## src/hw/chroni_pkg.sv

```systemverilog
package chroni_pkg;

   localparam int TEXT_COLS   = 16;
   localparam int GLYPH_ROWS  = 8;
   localparam int LINE_PIXELS = 128;

   typedef logic [11:0]                      vram_addr_t;
   typedef logic [7:0]                       byte_t;
   typedef logic [$clog2(TEXT_COLS)-1:0]     col_t;
   typedef logic [$clog2(LINE_PIXELS)-1:0]   pix_idx_t;
   typedef logic [3:0]                       color_t;
   typedef logic [$clog2(GLYPH_ROWS)-1:0]    glyph_row_t;

   // cpu_addr[15:7] of the register window
   localparam logic [8:0] REG_BASE     = 9'h120;
   localparam logic [6:0] REG_DL_LO    = 7'h00;
   localparam logic [6:0] REG_DL_HI    = 7'h01;
   localparam logic [6:0] REG_CHARSET  = 7'h02;
   localparam logic [6:0] REG_VADDR_LO = 7'h06;
   localparam logic [6:0] REG_VADDR_HI = 7'h07;
   localparam logic [6:0] REG_VDATA    = 7'h09;

   localparam logic [3:0] DL_BLANK = 4'h0;
   localparam logic [3:0] DL_TEXT  = 4'h1;
   localparam logic [3:0] DL_END   = 4'hf;

   typedef enum logic [1:0] {DL_IDLE, DL_READ, DL_WAIT, DL_HALT} dl_state_t;

   typedef enum logic [2:0] {FT_IDLE, FT_CHAR, FT_ATTR, FT_FONT, FT_SEND, FT_DRAIN} fetch_state_t;

endpackage

```

## src/hw/cpu_regs.sv

```systemverilog
`timescale 1ns/100ps

module cpu_regs (
   input  logic                   sys_clk,
   input  logic                   reset_n,
   input  logic [15:0]            cpu_addr,
   input  chroni_pkg::byte_t      cpu_wr_data,
   input  logic                   cpu_wr_en,
   output chroni_pkg::byte_t      cpu_rd_data,
   output chroni_pkg::vram_addr_t dl_base,
   output chroni_pkg::byte_t      charset,
   output logic                   vram_wr_en,
   output chroni_pkg::vram_addr_t vram_wr_addr,
   output chroni_pkg::byte_t      vram_wr_data
);

   logic                   wr_en_d;
   logic                   wr_rise;
   logic                   reg_cs;
   logic [6:0]             offset;
   chroni_pkg::vram_addr_t vram_addr;   // auto-incrementing data port address

   assign reg_cs  = (cpu_addr[15:7] == chroni_pkg::REG_BASE);
   assign offset  = cpu_addr[6:0];
   assign wr_rise = cpu_wr_en && !wr_en_d;

   always_ff @(posedge sys_clk) begin
      if (!reset_n) begin
         wr_en_d    <= 1'b0;
         dl_base    <= '0;
         charset    <= '0;
         vram_addr  <= '0;
         vram_wr_en <= 1'b0;
      end else begin
         wr_en_d    <= cpu_wr_en;
         vram_wr_en <= 1'b0;
         if (reg_cs && wr_rise) begin
            case (offset)
               chroni_pkg::REG_DL_LO:    dl_base[7:0]    <= cpu_wr_data;
               chroni_pkg::REG_DL_HI:    dl_base[11:8]   <= cpu_wr_data[3:0];
               chroni_pkg::REG_CHARSET:  charset         <= cpu_wr_data;
               chroni_pkg::REG_VADDR_LO: vram_addr[7:0]  <= cpu_wr_data;
               chroni_pkg::REG_VADDR_HI: vram_addr[11:8] <= cpu_wr_data[3:0];
               chroni_pkg::REG_VDATA: begin
                  vram_wr_en   <= 1'b1;
                  vram_wr_addr <= vram_addr;
                  vram_wr_data <= cpu_wr_data;
                  vram_addr    <= vram_addr + 1'b1;   // wraps at 4k
               end
               default: ;
            endcase
         end
      end
   end

   // registered read-back
   always_ff @(posedge sys_clk) begin
      cpu_rd_data <= 8'h00;
      if (reg_cs) begin
         case (offset)
            chroni_pkg::REG_DL_LO:    cpu_rd_data <= dl_base[7:0];
            chroni_pkg::REG_DL_HI:    cpu_rd_data <= {4'h0, dl_base[11:8]};
            chroni_pkg::REG_CHARSET:  cpu_rd_data <= charset;
            chroni_pkg::REG_VADDR_LO: cpu_rd_data <= vram_addr[7:0];
            chroni_pkg::REG_VADDR_HI: cpu_rd_data <= {4'h0, vram_addr[11:8]};
            default: ;
         endcase
      end
   end

endmodule

```

## config.mk

```make
export PLATFORM = sky130hd
export DESIGN_NAME = cpu_regs
export DESIGN_NICKNAME = d
export VERILOG_FILES = /design/src/hw/chroni_pkg.sv /design/src/hw/cpu_regs.sv
export SDC_FILE = /design/constraint.sdc
export NUM_CORES = 1
export LEC_CHECK = 0
export BUFFER_PORTS_ARGS = -buffer_cell sky130_fd_sc_hd__buf_2
export CORE_MARGIN = 1
export CORE_UTILIZATION = 53
export DETAILED_ROUTE_END_ITERATION = 8
export PLACE_DENSITY = 0.91
export SLEW_MARGIN = 10
export SYNTH_ARGS = -nofsm -noshare
export SYNTH_HDL_FRONTEND = slang
export SYNTH_SLANG_ARGS = --single-unit
```

## constraint.sdc

```tcl
create_clock -name sys_clk -period 4.5 [get_ports sys_clk]
set_input_delay 0.9 -clock sys_clk [delete_from_list [all_inputs] [get_ports sys_clk]]
set_output_delay 0.9 -clock sys_clk [all_outputs]
set_load 0.02 [all_outputs]
```

; Yosys cells after proc, flatten, opt, wreduce, memory -nomap -nowiden
; Index checks and enable logic that the tools add are counted.
[classes]
n_addsub = 1
n_eq_ne = 6
mux = 4
n_reduce_logical = 13
[op_table]
columns = cell, n
row1 = $pmux W8 S5, 1
row2 = $pmux W8 S2, 1
row3 = $eq A7 B3 Y1 const B, 2
row4 = $add A12 B1 Y12 const B, 1
row5 = $reduce_and A2 Y1, 6
row6 = $eq A9 B9 Y1 const B, 1
row7 = $pmux W4 S2, 1
row8 = $eq A7 B1 Y1 const B, 1
row9 = $eq A7 B2 Y1 const B, 1
row10 = $eq A7 B4 Y1 const B, 1
row11 = $logic_not A7 Y1, 1
row12 = $reduce_bool A2 Y1, 2
row13 = $reduce_and A3 Y1, 1
row14 = $logic_and A1 B1 Y1, 2
row15 = $logic_not A1 Y1, 1
row16 = $mux W1, 1
[totals]
register_bits = 62
in_bits = 27
out_inout_bits = 49
wordCells = 34

; Logic depth before layout (Yosys ltp)
; Gate-level depths: netlist of the first run.
[logic_depth]
ltp_word = 4
ltp_mapped = 6
mapped_depth_nobuf = 5

; Worst setup path before layout of the first run
; OpenSTA, ideal clock, no wires.
[synth_timing]
kind = input -> register
start = in cpu_addr[9]
end = reg vram_wr_addr[0], enable pin
arrival_time_ns = 3.160
required_time_ns = 4.078
slack_ns = 0.918
cell_stages = 5
path_buffers = 2
path_cell_list = nor4b_2 > nand4_2 > buf_2 > buf_6 > nor3_1
[synth_via]
elab_chain_cells = 3
[synth_lines]
columns = element, line_no
row1 = from (decl), cpu_regs.sv:6  ; input logic [15:0] cpu_addr,
row2 = $eq A9 B9 Y1, cpu_regs.sv:23  ; assign reg_cs = (cpu_addr[15:7] == chroni_pkg::REG_BASE);
row3 = $logic_and A1 B1 Y1, cpu_regs.sv:37  ; if (reg_cs && wr_rise) begin
row4 = $reduce_and A3 Y1 (no source line), n/a
row5 = to (signal assigned), cpu_regs.sv:46  ; vram_wr_addr <= vram_addr;
row6 = to (decl), cpu_regs.sv:13  ; output chroni_pkg::vram_addr_t vram_wr_addr,
; No other way between the ends.
; A chain may end at the register's enable or synchronous reset.

; Worst setup path after layout of the first run
[layout_timing]
start = in cpu_addr[1]
end = reg vram_wr_data[7], enable pin
[layout_via]
elab_chain_cells = 2
[layout_lines]
columns = element, line_no
row1 = $eq A7 B4 Y1, cpu_regs.sv:38  ; case (offset)
row2 = $reduce_and A3 Y1 (no source line), n/a
row3 = to (signal assigned), cpu_regs.sv:47  ; vram_wr_data <= cpu_wr_data;
row4 = to (decl), cpu_regs.sv:14  ; output chroni_pkg::byte_t vram_wr_data
; No other way between the ends.

==> impl_results.md, run 1 <==
- Met3 capacity usage during global routing: 4.79%
- Pwr dens: 311 mW/mm²
- Setup tns final: 0 ps
- RSZ-0062 raised after global routing: false
- Status: finished clean
- Crit path cell chain: buf_2 > nor2_1 > nand3_1 > nor3_2 > buf_4
- Total number of vias: 2,789
- Post-DP HPWL: 5130 µm
- Top Usage Layer GRT: met2
- Arrival @ worst endpoint: 2980 ps
- # hold bufs at CTS: 0
- GPL Wtd Cong: 0.920
- Final Cycle Share: 65.4%
- Post-route ant nets: 0
- Max Cap Viol: 0
- Sequential fraction of the synthesis area: 48.8%
- Internal: 0.838 mW
- Leak Pwr: 1.36 nW
- Max-slew violation count: 0
- Clock Sink Count: 62
- WHS Path Cells: 2
- Placed cell count: 421
- Maximum clock rate: 340 MHz
- Cell Rows: 26
- Routed length per placed instance: 17.4 µm
- Ant diodes: 0
- Cts repair resizes: 0
- R2R Path Start: wr_en_d$_SDFF_PN0_
- GR Util met1: 36.0%
- Synth unique cells: 51
- Synth area leader: dfxtp_1
- CTS Buf Count: 9
- Initial antenna violation count: 0
- Clk slew on worst S/H paths: 60 ps
- H-Tree Level Count: 3
- Crit Path Class: in -> reg
- Drt via density: 6.38
- Avg Cell Area, Syn: 10.0 µm²
- Post-synth EDFFs: 20
- Internal reg-to-reg setup slack: 2350 ps
- Number of DRC markers in iteration 0: 300
- Final WL: 7590 µm
- Post-CTS setup repair buffer count: 0
- Worst IR Drop VDD: 163 µV
- Syn Std Cell Area: 0.00295 mm²
- M2 GR Usage: 43.2%
- Clock share of power: 41.8%
- Synth Flop Type: dfxtp_1
- Final #Nets: 390
- Final setup violation count: 0
- Synth Warn #: 0
- CP required: 4540 ps
- IO buf count: 75
- Die area: 0.00587 mm²
- Worst Hold Margin: 489 ps
- Hold Fails Final Rpt: 0
- Reg power frac: 52.9%
- Syn nets: 323
- Worst-case reg-to-reg path depth: 5
- First-pass GRT wire length: 12,200 µm
- Hold Path Origin: dl_base[6]$_SDFFE_PN0P_
- Initial Utilization: 56.4%
- CP max FO: 16
- Worst skew pair latency: 340 ps
- Synth Register Bits: 62
- Least-Margin Pin Slew: 808 ps
- Crit-path max cell delay: 660 ps
- Skew final: 11.0 ps
- Max Root-Sink Buffers: 2
- Switching share of power: 22.9%
- Drc violations: 0
- Cells after Synth: 295
- Largest cells by area after synthesis: dfxtp_1 28%, edfxtp_1 20%, mux2i_1 6.1%, nand2_1 3.8%, o21ai_0 3.2%
- Tightest Hold Check Type: reg -> reg
- I/O Pins: 76
- CP startpoint kind: input port
- Vias in the first global route: 2,397
- Reg2Reg Capture Point: vram_wr_data[2]$_DFFE_PP_
- Slowest-stage cell, CP: nor3_2
- Combinational Power Share: 5.3%
- Minimum clock period: 2940 ps
- All-layer global routing usage: 27.3%
- Largest net degree at the start of global routing: 33
- Ys async rst share: 0%
- Core Footprint: 0.00524 mm²
- Hold Path End: dl_base[6]$_SDFFE_PN0P_
- Proportion of layout cells with a drive suffix above 1: 28.1%
- Crit. End Element: flop
- Die width: 76.6 µm
- Post-synth top area share: 28.5%
- Clock Tree Root: clkbuf_8
- Net Sw Power: 0.249 mW
- First-pass DRT Iterations: 5
- GRT Residual Overflow: 0
- Relative slew slack: 45.8%
- Die Span Y: 76.6 µm
- CTS tree: done
- Final Non-Filler Cells: 437
- Layout area overhead: 18.3%
[cells in the final DEF (no fill, tap or decap), types with 3 or more instances in the layout]
| cell | count |
|---|---|
| buf_2 | 75 |
| dfxtp_1 | 42 |
| nand2_1 | 30 |
| edfxtp_1 | 20 |
| o21ai_0 | 19 |
| mux2i_1 | 18 |
| a21oi_1 | 13 |
| nand4_1 | 13 |
| clkbuf_8 | 12 |
| nand3_1 | 11 |
| a211oi_1 | 9 |
| and2_1 | 8 |
| nor2_1 | 7 |
| nor3_1 | 6 |
| o21ai_1 | 6 |
| o31a_1 | 6 |
| inv_1 | 5 |
| o2bb2ai_1 | 5 |
| and3_1 | 4 |
| o32ai_1 | 4 |
| a22o_1 | 4 |
| a22oi_1 | 4 |
| nor2b_1 | 3 |
| nor4_1 | 3 |
| o22ai_1 | 3 |
| buf_4 | 3 |
[cells in the mapped netlist (all sizes together) (2+ instances only)]
| library cell | number |
|---|---|
| dfxtp | 42 |
| nand2 | 30 |
| o21ai | 25 |
| edfxtp | 20 |
| mux2i | 18 |
| clkbuf | 14 |
| nand4 | 14 |
| a21oi | 13 |
| nand3 | 11 |
| a211oi | 10 |
| and2 | 8 |
| buf | 8 |
| nor2 | 8 |
| nor3 | 7 |
| o31a | 6 |
| inv | 5 |
| o2bb2ai | 5 |
| a22o | 4 |
| a22oi | 4 |
| and3 | 4 |
| o32ai | 4 |
| nor2b | 3 |
| nor4 | 3 |
| o22ai | 3 |
| and4 | 2 |
| and4bb | 2 |
| nand3b | 2 |
| nor4b | 2 |
| o311ai | 2 |
| o31ai | 2 |
| or3 | 2 |
| or4 | 2 |
[cells by family (layout without fill, tap and decap cells)]
| group | count (synthesis) | count (layout) | share of synthesized area [%] |
|---|---|---|---|
| flops | 62 | 62 | 48.8 |
| mux | 18 | 18 | 6.10 |
| compound gates | 83 | 83 | 19.0 |
| fa+ha+maj | 1 | 1 | 0.424 |
| simple gates | 104 | 104 | 20.4 |
| buf+inv | 27 | 99 | 5.21 |
[metrics by stage]
stage	worst slack [ps]	area [µm²]	utilization, %	power, mW
after floorplan	918	2950	-	0.621
after global placement	1350	3310	63.1	0.642
after detailed placement	1250	3310	63.1	0.644
after CTS	1570	3490	66.7	1.09
after global routing	1340	3490	66.7	1.12
final	1560	3490	66.7	1.09
[power groups by stage]
stage                     Sequential [mW]  Combinational (mW)  Clock (mW)
after floorplan                     0.588              0.0337           0
after detailed placement            0.588              0.0559           0
after CTS                           0.575              0.0563       0.455
after global routing                0.575              0.0625       0.482
final                               0.575              0.0576       0.454
after global placement              0.588              0.0543           0
[registers in the layout (all words and copies together) (netlist names)]
name / flops
charset: 8
cpu_rd_data: 8
dl_base: 12
vram_addr: 12
vram_wr_addr: 12
vram_wr_data: 8
vram_wr_en: 1
wr_en_d: 1
[layer usage]
metal  vias up  share of wire, %
met1      1298                43
li1       1270                 -
met5         -                 0
met3        26               8.0
met2       195                46
met4         0               2.8
[area by class of cell]
| type | count | area [µm²] |
|---|---|---|
| fill | 439 | 1750 |
| sequential | 62 | 1440 |
| multi-input combinational | 206 | 1360 |
| timing repair buffer | 78 | 398 |
| clock buffer | 13 | 169 |
| tap | 70 | 87.6 |
| inverter | 5 | 18.8 |
| clock inverter | 3 | 16.3 |
[how the worst max path moves through the flow]
stage | from | to | slack, ps | cells after the start
global route | cpu_addr[1] | vram_wr_data[2]$_DFFE_PP_ | 1340 | 5
floorplan | cpu_addr[9] | vram_wr_addr[0]$_DFFE_PP_ | 920 | 5
finish | cpu_addr[1] | vram_wr_data[7]$_DFFE_PP_ | 1560 | 5
detailed placement | cpu_addr[1] | vram_wr_addr[11]$_DFFE_PP_ | 1250 | 5
global placement | cpu_addr[1] | vram_wr_addr[11]$_DFFE_PP_ | 1350 | 5
CTS | cpu_addr[1] | vram_wr_data[3]$_DFFE_PP_ | 1570 | 5
[critical path: cells and delay by family]
family | cells | cell delay (ps)
buffers and inverters | 2 | 530
and+or+nand+nor | 3 | 1530
No activity file was read; power rests on OpenSTA's default activity.
==> run 2, diff against run 1 <==
==> constraint.sdc (replaced) <==
create_clock -name sys_clk -period 3.06 [get_ports sys_clk]
set_input_delay 0.612 -clock sys_clk [delete_from_list [all_inputs] [get_ports sys_clk]]
set_output_delay 0.612 -clock sys_clk [all_outputs]
set_load 0.02 [all_outputs]
==> run 2 against run 1 <==
Compared with the run above:
- highest routed layer unchanged
- register-to-register slack worse by 1300 ps
- global-route usage is 0.66 points higher
- critical path depth stayed put
- via count is 0.97% lower
- combinational power is 52% higher
- sequential share of layout area is 0.61 points lower
- flip-flop and latch count stayed put
- total power is 51% higher
- clock power is 56% higher
==> impl_results.md, run 2 (synthesis gave the netlist of run 1 again) <==
- Internal: 1.27 mW
- Least-Margin Pin Slew: 903 ps
- Placed cell area: 0.00335 mm²
- Setup ws final: 836 ps
- R2R Path Start: wr_en_d$_SDFF_PN0_
- Net Sw Power: 0.371 mW
- All-layer global routing usage: 27.9%
- Wl on met1: 3230 µm
- Leak Pwr: 1.39 nW
- Max-slew violation count: 0
- Vias in the first global route: 2,512
- H-Tree Level Count: 3
- Initial antenna violation count: 0
- Drc violations: 0
- Worst-case reg-to-reg path depth: 4
- Regs by FF count: dl_base: 12 flops, vram_addr: 12 flops, vram_wr_addr: 12 flops
- Worst skew pair latency: 340 ps
- Max Root-Sink Buffers: 2
- Crit path cell chain: buf_2 > nor4b_2 > nand4_2 > nand3b_1 > mux2i_1
- Die width: 76.6 µm
- Die Span Y: 76.6 µm
- Number of DRC markers in iteration 0: 353
- Crit path buf inv count: 1
- Final #Nets: 396
- Max Cap Viol: 0
- Ant diodes: 0
- Cts repair resizes: 0
- Hold Path End: dl_base[1]$_SDFFE_PN0P_
- Hold Fails Final Rpt: 0
- Hold Path Origin: dl_base[1]$_SDFFE_PN0P_
- Max layer used: met4
- Tightest Hold Check Type: reg -> reg
- I/O Pins: 76
- CP required: 3320 ps
- Post-DP HPWL: 5490 µm
- Drt via density: 6.23
- First-pass DRT Iterations: 5
- Fill count: 412
- Clk slew on worst S/H paths: 70 ps
- Die area: 0.00587 mm²
- Largest net degree at the start of global routing: 30
- Switching share of power: 22.6%
- Crit-path max cell delay: 630 ps
- Clock Sink Count: 62
- Setup tns final: 0 ps
- First-pass GRT wire length: 12,600 µm
- CP max FO: 17
- CTS tree: done
- Cell Rows: 26
- Met2 wire length: 3610 µm
- Final Cell Area: 0.00354 mm²
- Initial Utilization: 56.4%
- WHS Path Cells: 2
- Routed length per placed instance: 17.8 µm
- Worst IR Drop VDD: 310 µV
- Combinational Power Share: 5.3%
- CP top delay family: simple AND/OR/NAND/NOR gates
- Skew final: 12.4 ps
- GPL Wtd Cong: 0.953
- # hold bufs at CTS: 0
- Status: finished clean
- RSZ-0062 raised after global routing: false
- Internal reg-to-reg setup slack: 1020 ps
- Final Cycle Share: 72.7%
- Reg2Reg Capture Point: dl_base[7]$_SDFFE_PN0P_
- Crit Path Class: in -> reg
- Post-CTS setup repair buffer count: 0
- Slowest-stage cell, CP: nand3b_1
- Minimum clock period: 2220 ps
- Proportion of layout cells with a drive suffix above 1: 29.0%
- Final setup violation count: 0
- CTS Buf Count: 9
- GRT Residual Overflow: 0
- Crit. End Element: flop
- Pwr dens: 463 mW/mm²
- Core Footprint: 0.00524 mm²
- Maximum clock rate: 450 MHz
- Clock Tree Root: clkbuf_8
- IO buf count: 75
- Post-place setup slack: 520 ps
- WL met3: 794 µm
- Commonest non-fill, non-tap cell in the layout: buf_2
- Most frequent cells in the layout: 75 x buf_2, 42 x dfxtp_1, 30 x nand2_1
- Arrival @ worst endpoint: 2490 ps
- Total number of vias: 2,762
- Layout area overhead: 20.1%
- Reg power frac: 51.5%
- Final WL: 7870 µm
- Clock share of power: 43.2%
- Post-route ant nets: 0
- CP startpoint kind: input port
- Relative slew slack: 39.2%
==> run 2: changes by cell type in the layout (fill, tap and decap cells not counted), sizes merged <==
cell      delta
buf          +6
inv          -1
bufinv       +1
clkinvlp     +1
clkbuf       -1
==> run 2: per-stage QoR <==
stage	instances	util (%)	hold WS (ps)	power, mW
3_5_place_dp	427	64.0	481	0.949
4_1_cts	443	67.7	492	1.64
2_1_floorplan	295	-	431	0.914
5_1_grt	443	67.7	501	1.68
6_report	443	67.7	488	1.64
3_3_place_gp	427	64.0	468	0.946
==> run 2: worst register-to-register path, cell delays in order, from the launching register on <==
cell and delay [ps]:
dfxtp_1 320, nor4_1 250, nand4_2 440, nand3b_1 640, mux2i_1 330
==> run 2: layout make-up <==
cell class / count / area, µm² / area share [%]
clock buffer: 12 / 145 / 4.09
clock inverter: 4 / 47.5 / 1.34
inverter: 5 / 18.8 / 0.529
multi-input combinational: 206 / 1360 / 38.4
sequential: 62 / 1440 / 40.7
tap: 70 / 87.6 / 2.47
timing repair buffer: 84 / 443 / 12.5
==> run 2: worst max-delay path by stage <==
stage / from / to / cells after the start
floorplan: cpu_addr[9] / vram_wr_addr[0]$_DFFE_PP_ / 5
global placement: cpu_addr[9] / dl_base[2]$_SDFFE_PN0P_ / 5
detailed placement: cpu_addr[9] / dl_base[4]$_SDFFE_PN0P_ / 5
CTS: cpu_addr[9] / dl_base[7]$_SDFFE_PN0P_ / 5
global route: cpu_addr[9] / dl_base[7]$_SDFFE_PN0P_ / 5
finish: cpu_addr[9] / dl_base[7]$_SDFFE_PN0P_ / 5
==> run 2: power by group through the flow <==
stage	Clock (mW)	Sequential, mW	Combinational, mW
3_3_place_gp	0	0.864	0.0815
6_report	0.709	0.846	0.0874
3_5_place_dp	0	0.864	0.0845
2_1_floorplan	0	0.864	0.0496
4_1_cts	0.709	0.846	0.0851
5_1_grt	0.744	0.846	0.0937
==> run 2: per-layer routing <==
layer | up-vias | GRT usage (%)
met2 | 197 | 43.5
li1 | 1275 | -
met3 | 28 | 5.63
met5 | - | 0
met1 | 1262 | 36.4
met4 | 0 | 15.0
==> run 3, diff against run 2 <==
==> constraint.sdc (replaced) <==
create_clock -name sys_clk -period 2.1 [get_ports sys_clk]
set_input_delay 0.42 -clock sys_clk [delete_from_list [all_inputs] [get_ports sys_clk]]
set_output_delay 0.42 -clock sys_clk [all_outputs]
set_load 0.02 [all_outputs]
==> run 3 against run 2 <==
Compared with the run above:
- clock power is 37% higher
- register-to-register slack worse by 660 ps
- final area is 3.3% higher
- worst hold slack worse by 180 ps
- utilization is 2.2 points higher
- total power is 43% higher
- combinational power is 61% higher
- non-clock buffer count is 12 higher
- sequential share of layout area is 1.3 points lower
- die area stayed put
- highest routed layer unchanged
==> impl_results.md, run 3 (synthesis gave the netlist of run 1 again) <==
- Status: finished clean
- GPL Wtd Cong: 0.913
- Maximum clock rate: 575 MHz
- Total number of vias: 2,849
- Die area: 0.00587 mm²
- Placed cell count: 439
- CTS Buf Count: 9
- Clk slew on worst S/H paths: 70 ps
- Largest net degree at the start of global routing: 30
- Final setup violation count: 0
- Pwr dens: 641 mW/mm²
- Setup tns final: 0 ps
- Final #Nets: 408
- Cts repair resizes: 0
- Critical Path Source: vram_addr[0]$_SDFFE_PN0P_
- Drc violations: 0
- Max Cap Viol: 0
- Minimum clock period: 1740 ps
- Least-Margin Pin Slew: 493 ps
- Skew final: 13.7 ps
- IO buf count: 75
- CP required: 2390 ps
- Tightest Hold Check Type: in -> reg
- Worst Hold Margin: 306 ps
- Cell Rows: 26
- CTS tree: done
- Worst skew pair latency: 350 ps
- Leak Pwr: 1.46 nW
- Die width: 76.6 µm
- First-pass DRT Iterations: 4
- Worst IR Drop VDD: 314 µV
- Initial antenna violation count: 0
- Final Cell Area: 0.00366 mm²
- I/O Pins: 76
- Crit Path Class: reg -> reg
- Relative slew slack: 66.8%
- Crit. End Element: flop
- Final WL: 8010 µm
- Fill count: 417
- Final Util: 69.9%
- Post-DP HPWL: 5830 µm
- Die Span Y: 76.6 µm
- Number of DRC markers in iteration 0: 285
- R2R Path Start: vram_addr[0]$_SDFFE_PN0P_
- Clock Tree Root: clkbuf_8
- Ant diodes: 0
- Hold Fails Final Rpt: 0
- Placed cell area: 0.00348 mm²
- Layout area overhead: 24.0%
- Hold Path Origin: cpu_wr_en
- RSZ-0062 raised after global routing: false
- Max-slew violation count: 0
- Vias in the first global route: 2,637
- All-layer global routing usage: 28.7%
- Post-place setup slack: 40.2 ps
- GRT Residual Overflow: 0
- Routed length per placed instance: 17.6 µm
- Post-route ant nets: 0
- Regs by FF count: dl_base: 12 flops, vram_addr: 12 flops, vram_wr_addr: 12 flops
- Total chip power: 2.35 mW
- H-Tree Level Count: 3
- Max Root-Sink Buffers: 2
- Initial Utilization: 56.4%
- Most frequent cells in the layout: 75 x buf_2, 42 x dfxtp_1, 30 x nand2_1
- CP startpoint kind: flop
- First-pass GRT wire length: 12,900 µm
- Arrival @ worst endpoint: 2020 ps
- Final Cycle Share: 82.8%
- Drt via density: 6.26
- Setup ws final: 361 ps
- Proportion of layout cells with a drive suffix above 1: 31.7%
- Final Non-Filler Cells: 455
- CP max FO: 7
- Core Footprint: 0.00524 mm²
- Commonest non-fill, non-tap cell in the layout: buf_2
- Clock Sink Count: 62
- # hold bufs at CTS: 0
- Post-CTS setup repair buffer count: 0
==> run 3: final timing paths <==
path                                             endpoint  slack [ps]  cells after the start
worst max-delay path            vram_addr[8]$_SDFFE_PN0P_         360                      5
worst min-delay path                   wr_en_d$_SDFF_PN0_         310                      2
worst max register to register  vram_addr[8]$_SDFFE_PN0P_         360                      5
worst min register to register    dl_base[6]$_SDFFE_PN0P_         480                      2
==> run 3: per-layer routing <==
layer,global-route usage [%],share of wire (%),vias to the layer above
met3,6.95,8.3,34
met5,0,0,-
met4,16.0,3.7,0
met1,35.1,41,1338
li1,-,-,1299
met2,46.2,47,178
==> run 3: layout make-up <==
cell class	instances	area (µm²)	area share [%]
inverters	5	18.8	0.513
well taps	70	87.6	2.39
clock inverters	3	16.3	0.444
flip-flops and latches	62	1440	39.4
repair buffers	96	546	14.9
multi-input cells	206	1380	37.8
clock buffers	13	169	4.61
==> run 3: worst max-delay path, stage by stage, from the launching register on <==
cell and delay, ps:
dfxtp_1 440, ha_1 270, nand4b_1 170, or4_4 450, a211oi_2 230, o2bb2ai_1 120
==> run 3: where the power goes <==
part           internal, mW  leakage [nW]  switching, mW
Sequential             1.23         0.517       0.000823
Clock                 0.522        0.0997          0.451
Combinational        0.0524         0.847         0.0888
